`src/source/dwc_pkg.sv`:
```
// ######################################
// Data width downsizer package
// Widths, channel payloads and the FSM
// state encodings shared by all blocks
// ######################################

package dwc_pkg;

  // Address and id widths
  localparam int ADDR_W = 32;
  localparam int ID_W = 4;

  // Narrow side word and the wide/narrow ratio
  localparam int NARROW_W = 32;
  localparam int RATIO = 4;
  localparam int WIDE_W = NARROW_W * RATIO;

  // Beat counter stepping once per narrow word
  localparam int BEAT_IDX_W = 2;

  // Byte strobes per narrow word and byte offset bits inside it
  localparam int NARROW_STRB_W = NARROW_W / 8;
  localparam int NARROW_OFF_W = $clog2(NARROW_W / 8);

  // Narrow operation
  typedef enum logic {
    OP_READ  = 1'b0,
    OP_WRITE = 1'b1
  } op_e;

  // Wide write carrying address and data in one beat
  typedef struct packed {
    logic [ID_W-1:0]       id;
    logic [ADDR_W-1:0]     addr;
    logic [WIDE_W-1:0]     data;
    logic [WIDE_W/8-1:0]   strobe;
  } wide_wr_t;

  // Wide read request
  typedef struct packed {
    logic [ID_W-1:0]   id;
    logic [ADDR_W-1:0] addr;
  } wide_ar_t;

  // Write response carrying only the id since errors are not modelled
  typedef struct packed {
    logic [ID_W-1:0] id;
  } wide_b_t;

  // Read response carrying the assembled wide word
  typedef struct packed {
    logic [ID_W-1:0]   id;
    logic [WIDE_W-1:0] data;
  } wide_r_t;

  // Request on the narrow port
  typedef struct packed {
    op_e                      op;
    logic [ADDR_W-1:0]        addr;
    logic [NARROW_W-1:0]      wdata;
    logic [NARROW_STRB_W-1:0] strobe;
  } narrow_req_t;

  // Write splitter states
  typedef enum logic [1:0] {
    SPLIT_IDLE = 2'd0,
    SPLIT_SEND = 2'd1,
    SPLIT_RESP = 2'd2
  } split_state_e;

  // Read assembler states
  typedef enum logic [1:0] {
    ASM_IDLE  = 2'd0,
    ASM_ISSUE = 2'd1,
    ASM_WAIT  = 2'd2,
    ASM_RESP  = 2'd3
  } asm_state_e;

endpackage
```
`src/source/dwc_downsizer_top.sv`:
```
// ######################################
// Downsizer top level
// Wide write and read paths sharing one
// narrow port through the arbiter
// ######################################

module dwc_downsizer_top (
  input  logic                          clk,
  input  logic                          rst_n,
  // Wide write and B
  input  logic                          wr_valid,
  output logic                          wr_ready,
  input  dwc_pkg::wide_wr_t             wr,
  output logic                          b_valid,
  input  logic                          b_ready,
  output dwc_pkg::wide_b_t              b,
  // Wide read address and R
  input  logic                          ar_valid,
  output logic                          ar_ready,
  input  dwc_pkg::wide_ar_t             ar,
  output logic                          r_valid,
  input  logic                          r_ready,
  output dwc_pkg::wide_r_t              r,
  // Narrow port
  output logic                          nreq_valid,
  input  logic                          nreq_ready,
  output dwc_pkg::narrow_req_t          nreq,
  input  logic                          nrsp_valid,
  input  logic [dwc_pkg::NARROW_W-1:0]  nrsp_data
);

  // Path requests toward the arbiter
  logic                 wr_req_valid;
  logic                 wr_req_ready;
  dwc_pkg::narrow_req_t wr_req;
  logic                 rd_req_valid;
  logic                 rd_req_ready;
  dwc_pkg::narrow_req_t rd_req;

  dwc_write_splitter u_writer (
    .clk (clk), .rst_n (rst_n),
    .wr_valid (wr_valid), .wr_ready (wr_ready), .wr (wr),
    .b_valid (b_valid), .b_ready (b_ready), .b (b),
    .req_valid (wr_req_valid), .req_ready (wr_req_ready), .req (wr_req)
  );

  // Only source of narrow reads, so responses go here directly
  dwc_read_assembler u_reader (
    .clk (clk), .rst_n (rst_n),
    .ar_valid (ar_valid), .ar_ready (ar_ready), .ar (ar),
    .r_valid (r_valid), .r_ready (r_ready), .r (r),
    .req_valid (rd_req_valid), .req_ready (rd_req_ready), .req (rd_req),
    .nrsp_valid (nrsp_valid), .nrsp_data (nrsp_data)
  );

  dwc_narrow_arbiter u_arbiter (
    .clk (clk), .rst_n (rst_n),
    .wr_req_valid (wr_req_valid), .wr_req_ready (wr_req_ready), .wr_req (wr_req),
    .rd_req_valid (rd_req_valid), .rd_req_ready (rd_req_ready), .rd_req (rd_req),
    .nreq_valid (nreq_valid), .nreq_ready (nreq_ready), .nreq (nreq)
  );

endmodule

```
`src/source/dwc_narrow_arbiter.sv`:
```
// ######################################
// Narrow port arbiter
// Round-robin between the write and read
// paths onto the single narrow port
// ######################################

module dwc_narrow_arbiter (
  input  logic                  clk,
  input  logic                  rst_n,
  input  logic                  wr_req_valid,
  output logic                  wr_req_ready,
  input  dwc_pkg::narrow_req_t  wr_req,
  input  logic                  rd_req_valid,
  output logic                  rd_req_ready,
  input  dwc_pkg::narrow_req_t  rd_req,
  output logic                  nreq_valid,
  input  logic                  nreq_ready,
  output dwc_pkg::narrow_req_t  nreq
);

  // Reader won the last accepted transfer
  logic last_rd_q;
  // Grant kept across a stall so the payload holds until ready
  logic hold_q;
  logic hold_rd_q;

  logic fair_rd;
  logic grant_rd;
  logic grant_wr;

  // On a tie the side not served last goes first
  assign fair_rd  = rd_req_valid && (!wr_req_valid || !last_rd_q);
  assign grant_rd = hold_q ? hold_rd_q : fair_rd;
  assign grant_wr = wr_req_valid && !grant_rd;

  assign nreq_valid = wr_req_valid || rd_req_valid;
  assign nreq       = grant_rd ? rd_req : wr_req;

  // Ready back to the granted side only
  assign wr_req_ready = nreq_ready && grant_wr;
  assign rd_req_ready = nreq_ready && grant_rd;

  always_ff @(posedge clk or negedge rst_n) begin
    if (!rst_n) begin
      last_rd_q <= 1'b0;
      hold_q    <= 1'b0;
      hold_rd_q <= 1'b0;
    end else begin
      if (nreq_valid && nreq_ready) begin
        last_rd_q <= grant_rd;
        hold_q    <= 1'b0;
      end else if (nreq_valid) begin
        // Freeze the choice across a stall
        hold_q    <= 1'b1;
        hold_rd_q <= grant_rd;
      end
    end
  end

endmodule

```
`src/source/dwc_read_assembler.sv`:
```
// ######################################
// Read assembler
// Issues the narrow reads of one wide
// read and packs the words onto R
// ######################################

module dwc_read_assembler (
  input  logic                          clk,
  input  logic                          rst_n,
  input  logic                          ar_valid,
  output logic                          ar_ready,
  input  dwc_pkg::wide_ar_t             ar,
  output logic                          r_valid,
  input  logic                          r_ready,
  output dwc_pkg::wide_r_t              r,
  output logic                          req_valid,
  input  logic                          req_ready,
  output dwc_pkg::narrow_req_t          req,
  input  logic                          nrsp_valid,
  input  logic [dwc_pkg::NARROW_W-1:0]  nrsp_data
);

  dwc_pkg::asm_state_e state_q;

  // Payload of the accepted request
  dwc_pkg::wide_ar_t ar_q;

  // Assembled wide word
  logic [dwc_pkg::WIDE_W-1:0] data_q;

  // Issued and received beats count apart so responses overlap issue
  logic [dwc_pkg::BEAT_IDX_W-1:0] issue_cnt_q;
  logic [dwc_pkg::BEAT_IDX_W-1:0] recv_cnt_q;

  // Last beat of each kind
  logic issue_last;
  logic recv_last;

  assign issue_last = (issue_cnt_q == dwc_pkg::BEAT_IDX_W'(dwc_pkg::RATIO - 1));
  assign recv_last  = (recv_cnt_q == dwc_pkg::BEAT_IDX_W'(dwc_pkg::RATIO - 1));

  assign ar_ready  = (state_q == dwc_pkg::ASM_IDLE);
  assign req_valid = (state_q == dwc_pkg::ASM_ISSUE);
  assign r_valid   = (state_q == dwc_pkg::ASM_RESP);

  assign r.id   = ar_q.id;
  assign r.data = data_q;

  // Narrow read of the beat at the issue counter
  always_comb begin
    req.op     = dwc_pkg::OP_READ;
    req.addr   = {ar_q.addr[dwc_pkg::ADDR_W-1:dwc_pkg::BEAT_IDX_W+dwc_pkg::NARROW_OFF_W],
                  issue_cnt_q, {dwc_pkg::NARROW_OFF_W{1'b0}}};
    // No write data on reads
    req.wdata  = '0;
    req.strobe = '0;
  end

  // Payload registers
  always_ff @(posedge clk) begin
    if (ar_valid && ar_ready) ar_q <= ar;
    // Words land in slots by arrival order
    if (nrsp_valid) data_q[recv_cnt_q*dwc_pkg::NARROW_W +: dwc_pkg::NARROW_W] <= nrsp_data;
  end

  // Response counter runs in ISSUE and WAIT alike
  always_ff @(posedge clk or negedge rst_n) begin
    if (!rst_n) begin
      recv_cnt_q <= '0;
    end else if (ar_valid && ar_ready) begin
      recv_cnt_q <= '0;
    end else if (nrsp_valid) begin
      recv_cnt_q <= recv_cnt_q + 1'b1;
    end
  end

  // Control FSM and issue counter
  always_ff @(posedge clk or negedge rst_n) begin
    if (!rst_n) begin
      state_q     <= dwc_pkg::ASM_IDLE;
      issue_cnt_q <= '0;
    end else begin
      case (state_q)
        dwc_pkg::ASM_IDLE: begin
          if (ar_valid) begin
            issue_cnt_q <= '0;
            state_q     <= dwc_pkg::ASM_ISSUE;
          end
        end
        dwc_pkg::ASM_ISSUE: begin
          // Back to back as the arbiter lets us
          if (req_ready) begin
            issue_cnt_q <= issue_cnt_q + 1'b1;
            if (issue_last) state_q <= dwc_pkg::ASM_WAIT;
          end
        end
        dwc_pkg::ASM_WAIT: begin
          // Final word arrives one cycle after the last issue at the earliest
          if (nrsp_valid && recv_last) state_q <= dwc_pkg::ASM_RESP;
        end
        dwc_pkg::ASM_RESP: begin
          if (r_ready) state_q <= dwc_pkg::ASM_IDLE;
        end
        default: state_q <= dwc_pkg::ASM_IDLE;
      endcase
    end
  end

endmodule

```
`src/source/dwc_write_splitter.sv`:
```
// ######################################
// Write splitter
// Breaks one wide write into narrow
// writes, skips empty beats, answers on B
// ######################################

module dwc_write_splitter (
  input  logic                  clk,
  input  logic                  rst_n,
  input  logic                  wr_valid,
  output logic                  wr_ready,
  input  dwc_pkg::wide_wr_t     wr,
  output logic                  b_valid,
  input  logic                  b_ready,
  output dwc_pkg::wide_b_t      b,
  output logic                  req_valid,
  input  logic                  req_ready,
  output dwc_pkg::narrow_req_t  req
);

  dwc_pkg::split_state_e state_q;

  // Payload of the accepted write
  dwc_pkg::wide_wr_t wr_q;

  // Beats still to send with one bit per narrow word
  logic [dwc_pkg::RATIO-1:0] pend_q;
  logic [dwc_pkg::RATIO-1:0] wr_nz;
  logic [dwc_pkg::RATIO-1:0] pend_left;
  logic [dwc_pkg::BEAT_IDX_W-1:0] beat_idx;

  // A beat counts only if any of its byte strobes is set
  always_comb begin
    for (int k = 0; k < dwc_pkg::RATIO; k++) begin
      wr_nz[k] = |wr.strobe[k*dwc_pkg::NARROW_STRB_W +: dwc_pkg::NARROW_STRB_W];
    end
  end

  // Lowest pending beat goes first, so beats leave in address order
  always_comb begin
    beat_idx = '0;
    for (int k = dwc_pkg::RATIO - 1; k >= 0; k--) begin
      if (pend_q[k]) beat_idx = dwc_pkg::BEAT_IDX_W'(k);
    end
  end

  // Pending mask once the current beat is gone
  assign pend_left = pend_q & ~(dwc_pkg::RATIO'(1) << beat_idx);

  // Handshake outputs straight from the state
  assign wr_ready  = (state_q == dwc_pkg::SPLIT_IDLE);
  assign req_valid = (state_q == dwc_pkg::SPLIT_SEND);
  assign b_valid   = (state_q == dwc_pkg::SPLIT_RESP);
  assign b.id      = wr_q.id;

  // Narrow write for the current beat
  always_comb begin
    req.op     = dwc_pkg::OP_WRITE;
    req.addr   = {wr_q.addr[dwc_pkg::ADDR_W-1:dwc_pkg::BEAT_IDX_W+dwc_pkg::NARROW_OFF_W],
                  beat_idx, {dwc_pkg::NARROW_OFF_W{1'b0}}};
    req.wdata  = wr_q.data[beat_idx*dwc_pkg::NARROW_W +: dwc_pkg::NARROW_W];
    req.strobe = wr_q.strobe[beat_idx*dwc_pkg::NARROW_STRB_W +: dwc_pkg::NARROW_STRB_W];
  end

  always_ff @(posedge clk) begin
    if (wr_valid && wr_ready) wr_q <= wr;
  end

  // Control FSM
  always_ff @(posedge clk or negedge rst_n) begin
    if (!rst_n) begin
      state_q <= dwc_pkg::SPLIT_IDLE;
      pend_q  <= '0;
    end else begin
      case (state_q)
        dwc_pkg::SPLIT_IDLE: begin
          // All-zero strobes go straight to the response
          if (wr_valid) begin
            pend_q  <= wr_nz;
            state_q <= (|wr_nz) ? dwc_pkg::SPLIT_SEND : dwc_pkg::SPLIT_RESP;
          end
        end
        dwc_pkg::SPLIT_SEND: begin
          if (req_ready) begin
            pend_q <= pend_left;
            if (pend_left == '0) state_q <= dwc_pkg::SPLIT_RESP;
          end
        end
        dwc_pkg::SPLIT_RESP: begin
          if (b_ready) state_q <= dwc_pkg::SPLIT_IDLE;
        end
        default: state_q <= dwc_pkg::SPLIT_IDLE;
      endcase
    end
  end

endmodule

```
`config.mk`:
```
export PLATFORM = sky130hd
export DESIGN_NAME = dwc_downsizer_top
export DESIGN_NICKNAME = d
export VERILOG_FILES = /design/src/source/dwc_pkg.sv /design/src/source/dwc_downsizer_top.sv /design/src/source/dwc_narrow_arbiter.sv /design/src/source/dwc_read_assembler.sv /design/src/source/dwc_write_splitter.sv
export SDC_FILE = /design/constraint.sdc
export NUM_CORES = 1
export LEC_CHECK = 0
export BUFFER_PORTS_ARGS = -buffer_cell sky130_fd_sc_hd__buf_2
export CORE_AREA = 2 2 179 181
export DETAILED_ROUTE_END_ITERATION = 7
export DIE_AREA = 0 0 181 183
export HOLD_SLACK_MARGIN = 0.02
export PLACE_DENSITY = 0.84
export SLEW_MARGIN = 5
export SYNTH_ARGS = -nofsm -noshare
export SYNTH_HDL_FRONTEND = slang
export SYNTH_HIERARCHICAL = 1
export SYNTH_SLANG_ARGS = --single-unit
```
`constraint.sdc`:
```
create_clock -name clk -period 13.1 [get_ports clk]
set_input_delay 0.655 -clock clk [delete_from_list [all_inputs] [get_ports clk]]
set_output_delay 0.655 -clock clk [all_outputs]
set_load 0.005 [all_outputs]
```
==> metrics.txt <==
Cell Pwr Density=216 nW/µm²; Post-synth top cells=336 x edfxtp_1, 80 x buf_4, 73 x and2_1; antenna-violating nets left=0; total number of vias=8944; Avg Cell Area, Syn=16.2 µm²; FMAX=230 MHz; r2r worst-path depth=8; die width=181 µm; cell taking the most area after synthesis=edfxtp_1; Sw Pwr=1.21 mW; worst clock skew=0.0285 ns; initial antenna violation count=4; Slew HR=26.6%; critical path endpoint category=primary output; sw frac=31.4%; nets@finish=1591; Seq/Total Area, Yosys=72.3%; Period minus WS final=4.34 ns; crit-path cells=nor2b_1 > a21boi_1 > mux2i_4 > buf_4 > mux2_2 > buf_2; first-pass GRT wire length=52800 µm; ys flop type=edfxtp_1; Initial DRC Count=580; kind of critical path=reg -> out; drt via density=5.10; vias in the first global route=9546; number of fill cells in the layout=2404; DRC violations left=0; worst-skew pair later-pin latency=0.53 ns; CTS tree=done; Place WS=9.28 ns; total leakage power=7.25 nW; Die Area=33100 µm²; Ports=466; largest net degree at the start of global routing=90; largest family of logic cells by synthesized area=multiplexers; reg2reg end=u_writer/pend_q[2]$_DFFE_PN0P_; Final Max Tran Viols=0; r2r startpoint=u_writer/state_q[0]$_DFFE_PN0P_; Hold Path Origin=ar[21]; clock share of power=25.9%; Post-DP HPWL=24600 µm; Tightest Pin Transition=1.10 ns; core area=31200 µm²; hold path depth=1; Synth Area in Compound Gates=5.07%; final non-filler cell total=1755; grt ovf=0; post-synthesis cell count=891; most common cell in the netlist=edfxtp_1; CTS buffer count=37; xor/xnor share of the synthesized area=0.0605%; setup violators final=0; count of buffers from port buffering=455; cell area after synthesis=14500 µm²; WL final=35200 µm; Pint=2.64 mW; Final Hold Fails=0; 1st-pass router iterations=5; # rows=65; top cell type's share of synthesized area=69.7%; Critical Path Slowest Stage Cell=mux2i_4; Longest Clk Path Bufs=3; crit path DAT=3.68 ns; H-tree depth=2; max-cap violations=0; Reg2Reg Setup Slack=9.58 ns; fin worst setup slack=8.76 ns; clock transition at the registers of the reported paths=0.06 ns; Post-synth EDFFs=336; placed instance count=1687; worst hold slack=0.298 ns; share of cells above drive strength 1=44.9%; slowest stage delay, CP=0.83 ns; FF+latch count, synth=351; RSZ-0062 raised after global routing=false; Routed wire per std cell=20.0 µm; Num Clock Sinks=351; mux contribution to synthesized area=8.30%; Reg power frac=41.8%; Logic pwr share=32.3%; async set-or-reset flop fraction in the synthesized netlist=4.27%; all-layer global routing usage=20.6%; critical path peak fanout=47; number of distinct library cells after synthesis=49; startpoint types=register; worst vdd ir=0.126 mV; yosys warns=6; Simple-Gate Fraction of Synth Area=7.20%; CTS Root Cell=clkbuf_16; hold crit path type=in -> reg; Initial Util=46.3%; die height=183 µm; Required @ worst endpoint=12.44 ns; Synth area leaders=edfxtp_1 70%, mux2_2 4.9%, buf_4 4.2%, and2_1 3.2%, mux2i_1 2.7%; synthesis-to-layout area growth=23.2%; fin crit share=33.1%; GPL Wtd Cong=0.796; Setup Total Neg Slack=0 ns; status=completed; Synth Area in Adders=0.865%; WHS Endpoint=u_reader/req[57]$_DFFE_PP_
power groups by stage:
| stage | Sequential [mW] | Combinational, mW | Clock, mW |
|---|---|---|---|
| 2_1_floorplan | 1.64 | 0.823 | 0 |
| 3_3_place_gp | 1.62 | 1.21 | 0 |
| 3_5_place_dp | 1.63 | 1.25 | 0 |
| 4_1_cts | 1.61 | 1.25 | 1.02 |
| 5_1_grt | 1.63 | 1.35 | 1.06 |
| 6_report | 1.61 | 1.24 | 0.997 |
sequential cells by signal (all words and copies together), names as in the netlist, 4 cells and up:
signal           flops
u_writer/wr_q      144
u_reader/data_q    128
u_writer/pend_q      4
u_reader/r           4
u_writer/req        28
u_reader/req        28
u_writer/b           4
worst max path at each step:
stage,startpoint,to,slack [ns]
5_1_grt,u_writer/state_q[0]$_DFFE_PN0P_,nreq[39],8.49
3_3_place_gp,u_writer/state_q[0]$_DFFE_PN0P_,nreq[41],9.40
2_1_floorplan,u_writer/state_q[0]$_DFFE_PN0P_,u_writer/b[0]$_DFFE_PP_,8.35
6_report,u_writer/state_q[0]$_DFFE_PN0P_,nreq[39],8.76
4_1_cts,u_writer/state_q[0]$_DFFE_PN0P_,nreq[41],8.73
3_5_place_dp,u_writer/state_q[0]$_DFFE_PN0P_,nreq[41],9.28
cell type report:
class                   count  area (µm²)  area share, %
repair buffers            468        2380           13.3
multi-input cells         455        3280           18.4
clock buffers              47         963           5.41
clock inverters            17         181           1.02
flip-flops and latches    351       10500           58.7
inverters                  12        50.0          0.281
well taps                 402         503           2.82
diodes                      3        7.51         0.0421
cells in the final DEF (no fill, tap or decap), types with 2 or more instances in the layout:
| master | count |
|---|---|
| conb_1 | 42 |
| clkinv_8 | 2 |
| clkbuf_1 | 10 |
| mux2i_1 | 39 |
| inv_1 | 11 |
| nor4_1 | 4 |
| a22oi_1 | 26 |
| clkbuf_16 | 37 |
| a21oi_1 | 3 |
| nand2_1 | 6 |
| buf_4 | 12 |
| nor2_1 | 67 |
| o21ai_2 | 10 |
| inv_6 | 2 |
| a211oi_1 | 2 |
| mux2_1 | 7 |
| dfrtp_1 | 15 |
| nor3b_1 | 2 |
| nor2b_1 | 7 |
| o21ai_0 | 15 |
| buf_2 | 455 |
| mux2_2 | 63 |
| bufinv_16 | 3 |
| a22oi_2 | 10 |
| edfxtp_1 | 336 |
| clkinv_1 | 7 |
| nand3b_1 | 2 |
| a31oi_1 | 3 |
| ha_1 | 10 |
| clkinv_2 | 3 |
| and2_1 | 72 |
| o21a_1 | 3 |
| o21ai_1 | 22 |
| nand2b_1 | 20 |
| diode_2 | 3 |
stage by stage:
stage	power, mW	instance area (µm²)	util [%]
finish	3.85	17800	57.1
global route	4.04	17800	57.1
CTS	3.88	17800	57.1
detailed placement	2.88	16700	53.4
global placement	2.83	16700	53.4
floorplan	2.46	14600	-
logic make-up after synthesis:
family	count (synthesis)
AO/OA/AOI/OAI	102
XOR/XNOR	1
adder cells (fa/ha/maj)	10
buffers and inverters	124
flip-flops	351
multiplexers	110
other	3
AND/OR/NAND/NOR	190
routing by layer:
layer / routed length (µm) / vias up / track usage [%]
met5: 7 / - / 0
met4: 991 / 2 / 7.58
met3: 3680 / 68 / 7.64
met2: 18000 / 454 / 36.1
met1: 12500 / 4364 / 23.2
li1: - / 4056 / -
critical path, delay by kind of cell (launching register included):
kind | cells | cell delay, ns
flip-flops | 1 | 0.51
buffers and inverters | 2 | 0.84
multiplexers | 2 | 1.24
AND/OR/NAND/NOR | 1 | 0.40
AO/OA/AOI/OAI | 1 | 0.17
what timing repair did:
item,4_1_cts,5_1_grt
hold buffers,1,0
setup buffers,0,0
gates resized for setup,0,0
hold endpoints to repair,5,0
No activity file was read; power rests on OpenSTA's default activity.
